`src/rtl/lane_defines.svh`:
```
// Lane configuration macros: element width, register file geometry and queue depth
`ifndef LANE_DEFINES_SVH
`define LANE_DEFINES_SVH

// Width of one vector element in bits
`define LANE_ELEN 64

// Architectural vector registers held by the lane
`define LANE_NR_VREGS 8

// Elements per vector register
`define LANE_VLMAX 8

// VRF word address, register number times VLMAX plus element index
`define LANE_VRF_AW 6

// Operand FIFO depth, also the credit limit of each queue
`define LANE_QUEUE_DEPTH 2

// Vector length field, wide enough for 0 up to VLMAX
`define LANE_VL_W 4

`endif
```
`src/rtl/lane_pkg.sv`:
```
// Lane package with element, opcode, FSM state and command types
`include "lane_defines.svh"

package lane_pkg;

  // One vector element
  typedef logic [`LANE_ELEN-1:0] elen_t;

  // Vector register index
  typedef logic [$clog2(`LANE_NR_VREGS)-1:0] vreg_t;

  // Element ALU operations
  typedef enum logic [2:0] {
    VADD,
    VSUB,
    VAND,
    VOR,
    VXOR
  } vfu_op_e;

  // Operand requester states
  typedef enum logic {
    REQ_IDLE,
    REQ_ISSUE
  } req_state_e;

  // Arithmetic command from the host, 16 bits
  typedef struct packed {
    vfu_op_e              op;
    vreg_t                vs1;
    vreg_t                vs2;
    vreg_t                vd;
    logic [`LANE_VL_W-1:0] vl;
  } lane_cmd_t;

  // VRF write port bundle, 71 bits
  typedef struct packed {
    logic                   en;
    logic [`LANE_VRF_AW-1:0] addr;
    elen_t                  data;
  } vrf_wr_t;

endpackage

```
`src/rtl/vector_lane.sv`:
```
// Vector lane top: requester, VRF, two operand queues and element ALU
`timescale 1ns/10ps
`include "lane_defines.svh"

module vector_lane (
  input  logic                    clk_i,
  input  logic                    rst_ni,
  // Host register load
  input  logic                    load_valid_i,
  input  logic [`LANE_VRF_AW-1:0] load_addr_i,
  input  lane_pkg::elen_t         load_data_i,
  // Host command
  input  logic                    cmd_valid_i,
  input  lane_pkg::lane_cmd_t     cmd_i,
  // Result stream
  input  logic                    result_ready_i,
  output logic                    busy_o,
  output lane_pkg::elen_t         result_o,
  output logic                    result_valid_o
);

  // Read request path
  logic                    rd_en;
  logic [`LANE_VRF_AW-1:0] rd_addr_a, rd_addr_b;
  logic                    rd_valid;
  lane_pkg::elen_t         rd_data_a, rd_data_b;

  // Queue handshakes
  logic                    queue_ready_a, queue_ready_b;
  lane_pkg::elen_t         operand_a, operand_b;
  logic                    valid_a, valid_b;
  logic                    pop;

  // Execution feedback
  lane_pkg::vrf_wr_t       wr;
  lane_pkg::lane_cmd_t     cmd_q;
  logic                    done;

  operand_requester i_operand_requester (
    .clk_i          (clk_i),
    .rst_ni         (rst_ni),
    .cmd_valid_i    (cmd_valid_i),
    .cmd_i          (cmd_i),
    .queue_ready_a_i(queue_ready_a),
    .queue_ready_b_i(queue_ready_b),
    .done_i         (done),
    .rd_en_o        (rd_en),
    .rd_addr_a_o    (rd_addr_a),
    .rd_addr_b_o    (rd_addr_b),
    .cmd_o          (cmd_q),
    .busy_o         (busy_o)
  );

  vrf_bank i_vrf_bank (
    .clk_i       (clk_i),
    .rst_ni      (rst_ni),
    .rd_en_i     (rd_en),
    .rd_addr_a_i (rd_addr_a),
    .rd_addr_b_i (rd_addr_b),
    .rd_valid_o  (rd_valid),
    .rd_data_a_o (rd_data_a),
    .rd_data_b_o (rd_data_b),
    .wr_i        (wr),
    .load_valid_i(load_valid_i),
    .load_addr_i (load_addr_i),
    .load_data_i (load_data_i)
  );

  // Source one operands
  operand_queue queue_a (
    .clk_i                (clk_i),
    .rst_ni               (rst_ni),
    .operand_i            (rd_data_a),
    .operand_valid_i      (rd_valid),
    .operand_issued_i     (rd_en),
    .operand_queue_ready_o(queue_ready_a),
    .operand_o            (operand_a),
    .operand_valid_o      (valid_a),
    .operand_ready_i      (pop)
  );

  // Source two operands
  operand_queue queue_b (
    .clk_i                (clk_i),
    .rst_ni               (rst_ni),
    .operand_i            (rd_data_b),
    .operand_valid_i      (rd_valid),
    .operand_issued_i     (rd_en),
    .operand_queue_ready_o(queue_ready_b),
    .operand_o            (operand_b),
    .operand_valid_o      (valid_b),
    .operand_ready_i      (pop)
  );

  simd_alu i_simd_alu (
    .operand_a_i   (operand_a),
    .operand_b_i   (operand_b),
    .valid_a_i     (valid_a),
    .valid_b_i     (valid_b),
    .result_ready_i(result_ready_i),
    .cmd_i         (cmd_q),
    .clk_i         (clk_i),
    .rst_ni        (rst_ni),
    .pop_o         (pop),
    .wr_o          (wr),
    .result_o      (result_o),
    .result_valid_o(result_valid_o),
    .done_o        (done)
  );

endmodule

```
`src/rtl/simd_alu.sv`:
```
// SIMD element ALU: pops both operand queues and drives write-back and lane result
`timescale 1ns/10ps
`include "lane_defines.svh"

module simd_alu (
  input  lane_pkg::elen_t     operand_a_i,
  input  lane_pkg::elen_t     operand_b_i,
  input  logic                valid_a_i,
  input  logic                valid_b_i,
  input  logic                result_ready_i,
  input  lane_pkg::lane_cmd_t cmd_i,
  input  logic                clk_i,
  input  logic                rst_ni,
  output logic                pop_o,
  output lane_pkg::vrf_wr_t   wr_o,
  output lane_pkg::elen_t     result_o,
  output logic                result_valid_o,
  output logic                done_o
);

  logic [`LANE_VL_W-1:0] elem_q;
  lane_pkg::elen_t       res;

  // Both heads present and host not stalling
  assign pop_o = valid_a_i && valid_b_i && result_ready_i;

  // Element operation, add and sub wrap at ELEN
  always_comb begin
    case (cmd_i.op)
      lane_pkg::VADD: res = operand_a_i + operand_b_i;
      lane_pkg::VSUB: res = operand_a_i - operand_b_i;
      lane_pkg::VAND: res = operand_a_i & operand_b_i;
      lane_pkg::VOR:  res = operand_a_i | operand_b_i;
      lane_pkg::VXOR: res = operand_a_i ^ operand_b_i;
      default:        res = '0;
    endcase
  end

  // Write-back to vd at the current element
  assign wr_o.en   = pop_o;
  assign wr_o.addr = `LANE_VRF_AW'(cmd_i.vd) * `LANE_VRF_AW'(`LANE_VLMAX)
                     + `LANE_VRF_AW'(elem_q);
  assign wr_o.data = res;

  assign result_o       = res;
  assign result_valid_o = pop_o;
  // Last element of the vector
  assign done_o         = pop_o && (elem_q == cmd_i.vl - 1'b1);

  // Element index, back to zero after the last one
  always_ff @(posedge clk_i or negedge rst_ni) begin
    if (!rst_ni) begin
      elem_q <= '0;
    end else if (done_o) begin
      elem_q <= '0;
    end else if (pop_o) begin
      elem_q <= elem_q + 1'b1;
    end
  end

  // Paired reads keep both queues in step
  a_queues_in_step: assert property (@(posedge clk_i) disable iff (!rst_ni)
    valid_a_i == valid_b_i);

endmodule

```
`src/rtl/operand_requester.sv`:
```
// Operand requester: command FSM issuing paired source reads under queue credits
`timescale 1ns/10ps
`include "lane_defines.svh"

module operand_requester (
  input  logic                    clk_i,
  input  logic                    rst_ni,
  // Host command
  input  logic                    cmd_valid_i,
  input  lane_pkg::lane_cmd_t     cmd_i,
  // Credit grants and completion
  input  logic                    queue_ready_a_i,
  input  logic                    queue_ready_b_i,
  input  logic                    done_i,
  // VRF read request
  output logic                    rd_en_o,
  output logic [`LANE_VRF_AW-1:0] rd_addr_a_o,
  output logic [`LANE_VRF_AW-1:0] rd_addr_b_o,
  // Latched command for the ALU
  output lane_pkg::lane_cmd_t     cmd_o,
  output logic                    busy_o
);

  lane_pkg::req_state_e  state_q;
  lane_pkg::lane_cmd_t   cmd_q;
  logic [`LANE_VL_W-1:0] elem_q;
  logic                  all_issued;

  // Every element of the command has gone out to the VRF
  assign all_issued = (elem_q == cmd_q.vl);

  // One paired read per cycle while both queues hand out a credit
  assign rd_en_o = (state_q == lane_pkg::REQ_ISSUE) && !all_issued
                   && queue_ready_a_i && queue_ready_b_i;

  // Address is register times VLMAX plus element index
  assign rd_addr_a_o = `LANE_VRF_AW'(cmd_q.vs1) * `LANE_VRF_AW'(`LANE_VLMAX)
                       + `LANE_VRF_AW'(elem_q);
  assign rd_addr_b_o = `LANE_VRF_AW'(cmd_q.vs2) * `LANE_VRF_AW'(`LANE_VLMAX)
                       + `LANE_VRF_AW'(elem_q);

  assign cmd_o  = cmd_q;
  assign busy_o = (state_q == lane_pkg::REQ_ISSUE);

  always_ff @(posedge clk_i or negedge rst_ni) begin
    if (!rst_ni) begin
      state_q <= lane_pkg::REQ_IDLE;
      cmd_q   <= '0;
      elem_q  <= '0;
    end else begin
      case (state_q)
        lane_pkg::REQ_IDLE: begin
          // Latch the command, issue starts next cycle
          if (cmd_valid_i) begin
            cmd_q   <= cmd_i;
            elem_q  <= '0;
            state_q <= lane_pkg::REQ_ISSUE;
          end
        end
        lane_pkg::REQ_ISSUE: begin
          if (rd_en_o) begin
            elem_q <= elem_q + 1'b1;
          end
          // Stay busy until the last write-back, empty vectors leave at once
          if (all_issued && (done_i || (cmd_q.vl == '0))) begin
            state_q <= lane_pkg::REQ_IDLE;
          end
        end
        default: begin
          state_q <= lane_pkg::REQ_IDLE;
        end
      endcase
    end
  end

  // Host strobes a command only while the lane is idle
  a_cmd_when_idle: assert property (@(posedge clk_i) disable iff (!rst_ni)
    cmd_valid_i |-> !busy_o);

  // The ALU can only finish after every read went out
  a_done_after_issue: assert property (@(posedge clk_i) disable iff (!rst_ni)
    done_i |-> (busy_o && all_issued));

endmodule

```
`src/rtl/vrf_bank.sv`:
```
// Vector register file with two registered read ports and a shared write port
`timescale 1ns/10ps
`include "lane_defines.svh"

module vrf_bank (
  input  logic                    clk_i,
  input  logic                    rst_ni,
  // Paired operand reads
  input  logic                    rd_en_i,
  input  logic [`LANE_VRF_AW-1:0] rd_addr_a_i,
  input  logic [`LANE_VRF_AW-1:0] rd_addr_b_i,
  output logic                    rd_valid_o,
  output lane_pkg::elen_t         rd_data_a_o,
  output lane_pkg::elen_t         rd_data_b_o,
  // ALU write-back
  input  lane_pkg::vrf_wr_t       wr_i,
  // Host load
  input  logic                    load_valid_i,
  input  logic [`LANE_VRF_AW-1:0] load_addr_i,
  input  lane_pkg::elen_t         load_data_i
);

  localparam int unsigned NrWords = `LANE_NR_VREGS * `LANE_VLMAX;

  // Element storage, one word per register element
  lane_pkg::elen_t mem_q [NrWords];

  lane_pkg::elen_t rd_data_a_q, rd_data_b_q;
  logic            rd_valid_q;

  // Write-back has priority, loads only come while the lane is idle
  always_ff @(posedge clk_i) begin
    if (wr_i.en) begin
      mem_q[wr_i.addr] <= wr_i.data;
    end else if (load_valid_i) begin
      mem_q[load_addr_i] <= load_data_i;
    end
  end

  // Read data follows the enable by one cycle
  always_ff @(posedge clk_i) begin
    if (rd_en_i) begin
      rd_data_a_q <= mem_q[rd_addr_a_i];
      rd_data_b_q <= mem_q[rd_addr_b_i];
    end
  end

  always_ff @(posedge clk_i or negedge rst_ni) begin
    if (!rst_ni) begin
      rd_valid_q <= 1'b0;
    end else begin
      rd_valid_q <= rd_en_i;
    end
  end

  assign rd_valid_o  = rd_valid_q;
  assign rd_data_a_o = rd_data_a_q;
  assign rd_data_b_o = rd_data_b_q;

  // Host loads and write-back share one port
  a_single_writer: assert property (@(posedge clk_i) disable iff (!rst_ni)
    !(wr_i.en && load_valid_i));

endmodule

```
`src/rtl/operand_queue.sv`:
```
// Operand queue: credit-counted element buffer between VRF read data and the ALU
`timescale 1ns/10ps
`include "lane_defines.svh"

module operand_queue (
  input  logic            clk_i,
  input  logic            rst_ni,
  // VRF side
  input  lane_pkg::elen_t operand_i,
  input  logic            operand_valid_i,
  input  logic            operand_issued_i,
  output logic            operand_queue_ready_o,
  // ALU side
  output lane_pkg::elen_t operand_o,
  output logic            operand_valid_o,
  input  logic            operand_ready_i
);

  localparam int unsigned CreditW = $clog2(`LANE_QUEUE_DEPTH + 1);

  logic               buf_empty;
  logic               buf_full;
  logic               buf_pop;
  logic [CreditW-1:0] credit_q;

  // Words land here one cycle after the read was issued
  operand_fifo #(
    .Depth(`LANE_QUEUE_DEPTH)
  ) i_operand_fifo (
    .clk_i  (clk_i),
    .rst_ni (rst_ni),
    .push_i (operand_valid_i),
    .pop_i  (buf_pop),
    .data_i (operand_i),
    .data_o (operand_o),
    .empty_o(buf_empty),
    .full_o (buf_full)
  );

  assign operand_valid_o = !buf_empty;
  // Single consumer, so its ready is the pop
  assign buf_pop         = operand_ready_i;

  // Credits count words in flight plus words stored
  // A pop in this cycle frees a slot, so the next read may go out now
  assign operand_queue_ready_o = (credit_q < CreditW'(`LANE_QUEUE_DEPTH)) || buf_pop;

  always_ff @(posedge clk_i or negedge rst_ni) begin
    if (!rst_ni) begin
      credit_q <= '0;
    end else begin
      case ({operand_issued_i, buf_pop})
        2'b10:   credit_q <= credit_q + 1'b1;
        2'b01:   credit_q <= credit_q - 1'b1;
        default: credit_q <= credit_q;
      endcase
    end
  end

  // Granted reads never exceed the buffer space
  a_credit_bound: assert property (@(posedge clk_i) disable iff (!rst_ni)
    credit_q <= CreditW'(`LANE_QUEUE_DEPTH));

  // A full buffer means every credit is held by a stored word
  a_full_credit: assert property (@(posedge clk_i) disable iff (!rst_ni)
    buf_full |-> (credit_q == CreditW'(`LANE_QUEUE_DEPTH)));

endmodule

```
`src/rtl/operand_fifo.sv`:
```
// Operand FIFO: circular element buffer with fill count and full/empty flags
`timescale 1ns/10ps

module operand_fifo #(
  parameter int unsigned Depth = 2
) (
  input  logic            clk_i,
  input  logic            rst_ni,
  input  logic            push_i,
  input  logic            pop_i,
  input  lane_pkg::elen_t data_i,
  output lane_pkg::elen_t data_o,
  output logic            empty_o,
  output logic            full_o
);

  localparam int unsigned PtrW = (Depth > 1) ? $clog2(Depth) : 1;
  localparam int unsigned CntW = $clog2(Depth + 1);

  // Storage, payload only
  lane_pkg::elen_t mem_q [Depth];

  logic [PtrW-1:0] wr_ptr_q, rd_ptr_q;
  logic [CntW-1:0] cnt_q;

  assign empty_o = (cnt_q == '0);
  assign full_o  = (cnt_q == CntW'(Depth));
  // Head of queue straight from storage
  assign data_o  = mem_q[rd_ptr_q];

  always_ff @(posedge clk_i) begin
    if (push_i) begin
      mem_q[wr_ptr_q] <= data_i;
    end
  end

  always_ff @(posedge clk_i or negedge rst_ni) begin
    if (!rst_ni) begin
      wr_ptr_q <= '0;
      rd_ptr_q <= '0;
      cnt_q    <= '0;
    end else begin
      // Pointers wrap at Depth, which need not be a power of two
      if (push_i) begin
        wr_ptr_q <= (wr_ptr_q == PtrW'(Depth - 1)) ? '0 : wr_ptr_q + 1'b1;
      end
      if (pop_i) begin
        rd_ptr_q <= (rd_ptr_q == PtrW'(Depth - 1)) ? '0 : rd_ptr_q + 1'b1;
      end
      // Simultaneous push and pop keeps the count
      if (push_i && !pop_i) begin
        cnt_q <= cnt_q + 1'b1;
      end else if (pop_i && !push_i) begin
        cnt_q <= cnt_q - 1'b1;
      end
    end
  end

  // Producer must never overrun the buffer
  a_no_overflow: assert property (@(posedge clk_i) disable iff (!rst_ni) full_o |-> !push_i);

  // Consumer must never read an empty buffer
  a_no_underflow: assert property (@(posedge clk_i) disable iff (!rst_ni) empty_o |-> !pop_i);

endmodule

```
`config.mk`:
```
export PLATFORM = sky130hd
export DESIGN_NAME = vector_lane
export DESIGN_NICKNAME = d
export VERILOG_FILES = /design/src/rtl/lane_pkg.sv /design/src/rtl/vector_lane.sv /design/src/rtl/simd_alu.sv /design/src/rtl/operand_requester.sv /design/src/rtl/vrf_bank.sv /design/src/rtl/operand_queue.sv /design/src/rtl/operand_fifo.sv
export VERILOG_INCLUDE_DIRS = /design/src /design/src/rtl
export SDC_FILE = /design/constraint.sdc
export NUM_CORES = 2
export LEC_CHECK = 0
export BUFFER_PORTS_ARGS = -buffer_cell sky130_fd_sc_hd__buf_2
export CAP_MARGIN = 20
export CORE_AREA = 4 4 734 736
export CTS_BUF_LIST = sky130_fd_sc_hd__clkbuf_8
export DETAILED_ROUTE_END_ITERATION = 8
export DIE_AREA = 0 0 738 740
export HOLD_SLACK_MARGIN = 0.02
export PLACE_DENSITY = 0.51
export SETUP_SLACK_MARGIN = 0.02
export SLEW_MARGIN = 20
export SYNTH_ARGS = -nofsm -noshare
export SYNTH_HDL_FRONTEND = slang
export SYNTH_MEMORY_MAX_BITS = 65536
export SYNTH_SLANG_ARGS = --single-unit
```
`constraint.sdc`:
```
create_clock -name clk_i -period 9.8 [get_ports clk_i]
set_input_delay 0.49 -clock clk_i [delete_from_list [all_inputs] [get_ports clk_i]]
set_output_delay 0.49 -clock clk_i [all_outputs]
set_load 0.005 [all_outputs]
```
==> run metrics <==
Total GRT Usage=22.5%; CP Launch Point=queue_b.i_operand_fifo.rd_ptr_q; Pre-Repair DR Iteration Count=5; highest metal used=met5; dpl hpwl=354000 um; largest area contributor in the netlist=edfxtp_1; Leakage=68.0 nW; Tot Pwr=81.8 mW; Routed WL=628000 um; Final ANT Viol Nets=0; CTS tree=done; aggregate global routing overflow=0; fin crit share=95.4%; slowest cell delay on critical path=0.89 ns; EDFF count, synth=4480; Fill cells=47800; htree depth=6; Main synth FF type=edfxtp_1; global-route wire length before repair=849000 um; Netlist cell types=83; core area=532000 um2; Reg clk slew, reported paths=0.07 ns; Area Growth Syn to Fin=14.0%; Post-CTS Setup Bufs=0; Critical R2R Launch=queue_b.i_operand_fifo.rd_ptr_q; post-layout min period=9.35 ns; largest net degree at the start of global routing=108; status=completed; routed length per instance=35.1 um; startpoint type of the worst setup path=register; Clock Latency Late Sink=1.29 ns; cell area after synthesis=186000 um2; RSZ-0062 raised after global routing=false; crit path max fanout=54; CP max-delay cell=mux2i_1; Crit path depth=20; Starting Density=34.9%; final setup vio count=0; R2R Setup Slk=1.74 ns; IO Port Bufs=156; asr flop ratio synth=0.841%; DRT iter0 DRCs=11800; pwr/cell area=386 nW/um2; Met3 Wirelength=47000 um; Seq cells post-synth=4518; measured slew at the worst slew-check pin=1.20 ns; DR vias=102000; relative slew slack=20.0%; CP Capture Type=output pin; share of the synthesized area in the top cell type=72.4%; initial antenna violation count=45; Synth Instances=9532; chip width=738 um; # rows=268; vias in the first global route=101000; fin nets=10600; crit path cell chain=buf_4 > nor3b_1 > o22ai_1 > nor4_2 > and2_1 > inv_1 > o21ai_0 > xnor2_1 > ha_1 > nand2_1 > o21ai_0 > a21boi_0 > o21ai_0 > nor3_1 > o31ai_1 > o2111ai_1 > a21oi_1 > mux2i_1 > nand2_1 > buf_2; yosys warns=0; Worst Skew=0.0766 ns; Num CTS Buffers=744; die area=546000 um2; Worst Path Required=9.31 ns; crit path to=result_o[63]; Synth top cells by count=edfxtp_1 (4480), mux4_2 (1152), nor2_1 (503); Critical R2R Capture=i_vrf_bank.mem_q[0][59]; met2 WL post-DR=298000 um; post-synthesis sequential area ratio=72.9%; clk sink count=4518; Die Y=740 um; Largest delay share family, worst path=compound AO/OA/AOI/OAI gates; Final Hold Violating Endpoints=0; ranking of synthesized cells by area=edfxtp_1 (72%), mux4_2 (14%), mux2i_1 (2.1%), mux2_2 (1.8%), ha_1 (1.4%); final core utilization=39.8%; routability cong.=0.902; VDD IR max=384 uV; Final Max Slew Viols=0; clk buf depth=4; Crit Path Category=register to output pin; Worst EP arrival=8.86 ns; Net Count, Synth=9828; Crit path buffers/inverters=3; R2R depth=19; # IOs=157; cell mode on critical path=o21ai_0; Root Driver=clkbuf_8; Syn Area/Cell=19.5 um2; most frequent cell after synthesis=edfxtp_1; count of max-cap constraint violations=0; Vias/cell=5.69; met1 wire length=258000 um; drt drc=0; setup TNS=0 ns; fmax=107 MHz; HP Class=primary input to register; share of layout cells above drive strength 1=27.6%
area by class of cell:
class | count | area, um2 | share of cell area [%]
clock inverters | 561 | 2940 | 1.39
diodes | 20 | 50.0 | 0.0236
well taps | 7020 | 8780 | 4.15
multi-input cells | 4323 | 48700 | 23.0
flip-flops and latches | 4518 | 136000 | 64.0
clock buffers | 749 | 10300 | 4.87
repair buffers | 547 | 4950 | 2.34
inverters | 156 | 586 | 0.276
metal layers:
layer	up-vias	global-route usage [%]
met5	-	0
met4	6	7.78
met3	1040	3.77
met2	4726	36.2
met1	55600	31.0
li1	40500	-
power breakdown:
group	internal (mW)	switching, mW
Combinational	11.5	23.5
Sequential	30.8	0.877
Clock	7.40	7.73
Total	49.7	32.1
worst register-to-register path: stages, from the launching register on:
cell      delay (ns)
dfrtp_4         0.83
buf_4           0.69
nor3b_1         0.39
o22ai_1         0.22
nor4_2          0.58
and2_1          0.31
nand3_1         0.31
o21ai_0         0.31
xnor2_1         0.10
ha_1            0.37
a21o_1          0.21
a21o_1          0.18
a21oi_1         0.41
nand3_1         0.15
a221oi_1        0.65
o31ai_1         0.33
xor2_1          0.21
nand2_1         0.09
o221ai_1        0.35
mux2_2          1.01
layout by cell type (no fill, tap or decap), types with 18 or more instances in the layout:
cell type / instances
edfxtp_1: 4480
buf_12: 56
nor2_4: 84
dlygate4sd3_1: 67
dfrtp_1: 32
clkbuf_8: 749
a21o_1: 38
diode_2: 20
nand3_1: 19
o21ai_0: 316
o21ai_1: 22
mux2i_1: 384
nor2_1: 418
xnor2_1: 108
o221ai_1: 28
mux4_2: 1152
buf_2: 156
a21oi_1: 374
nor3_1: 40
nand2b_1: 20
o22a_1: 30
o21bai_1: 23
nand4_1: 31
xor2_1: 35
buf_4: 248
clkinv_2: 79
clkinv_1: 172
a22oi_1: 61
mux2_2: 270
ha_1: 200
mux2_4: 27
nand2_1: 427
buf_16: 18
inv_1: 393
worst min path at each step:
stage,start,endpoint,slack [ns],cells after the start
2_1_floorplan,rst_ni,i_operand_requester.busy_o,0.19,0
3_5_place_dp,i_vrf_bank.rd_data_a_o[14],queue_a.i_operand_fifo.mem_q[0][14],0.43,0
6_report,load_data_i[9],i_vrf_bank.mem_q[51][9],0.08,2
4_1_cts,load_data_i[16],i_vrf_bank.mem_q[26][16],0.02,4
3_3_place_gp,i_vrf_bank.rd_data_b_o[52],queue_b.i_operand_fifo.mem_q[0][52],0.42,0
5_1_grt,load_data_i[36],i_vrf_bank.mem_q[19][36],0.02,2
what timing repair did:
item	in CTS	in global routing
hold buffers	61	7
endpoints found under the hold margin	691	115
resized for setup	0	0
per-stage QoR:
| step | worst slack, ns | instances | area, um2 | hold WS [ns] |
|---|---|---|---|---|
| final | 0.448 | 17900 | 212000 | 0.0821 |
| after global routing | 0.0694 | 17900 | 212000 | 0.0168 |
| after global placement | 1.64 | 16500 | 197000 | 0.422 |
| after CTS | 0.427 | 17900 | 211000 | 0.0218 |
| after floorplan | 0.768 | 9532 | 186000 | 0.194 |
| after detailed placement | 1.78 | 16500 | 197000 | 0.429 |
kinds of logic (layout without fill, tap and decap cells):
family / count (synthesis) / after routing / synth area share, %
AO/OA/AOI/OAI: 999 / 999 / 3.14
XOR/XNOR: 146 / 146 / 0.692
adder cells (fa/ha/maj): 205 / 205 / 1.38
buffers and inverters: 691 / 2013 / 1.43
flip-flops: 4518 / 4518 / 72.9
multiplexers: 1838 / 1838 / 17.9
other: 0 / 20 / 0
AND/OR/NAND/NOR: 1135 / 1135 / 2.59
state kept, by name (all words and copies together) (netlist names):
signal                           flops
queue_a.i_operand_fifo.cnt_q         2
queue_b.credit_q                     2
queue_b.i_operand_fifo.cnt_q         2
i_operand_requester.cmd_o           16
i_vrf_bank.mem_q                  4096
i_vrf_bank.rd_valid_o                1
queue_a.i_operand_fifo.mem_q       128
i_operand_requester.busy_o           1
i_vrf_bank.rd_data_b_o              64
i_operand_requester.elem_q           4
queue_a.i_operand_fifo.wr_ptr_q      1
queue_a.i_operand_fifo.rd_ptr_q      1
queue_a.credit_q                     2
queue_b.i_operand_fifo.mem_q       128
i_simd_alu.elem_q                    4
i_vrf_bank.rd_data_a_o              64
queue_b.i_operand_fifo.rd_ptr_q      1
queue_b.i_operand_fifo.wr_ptr_q      1
Power figures use the tool's default switching activity.
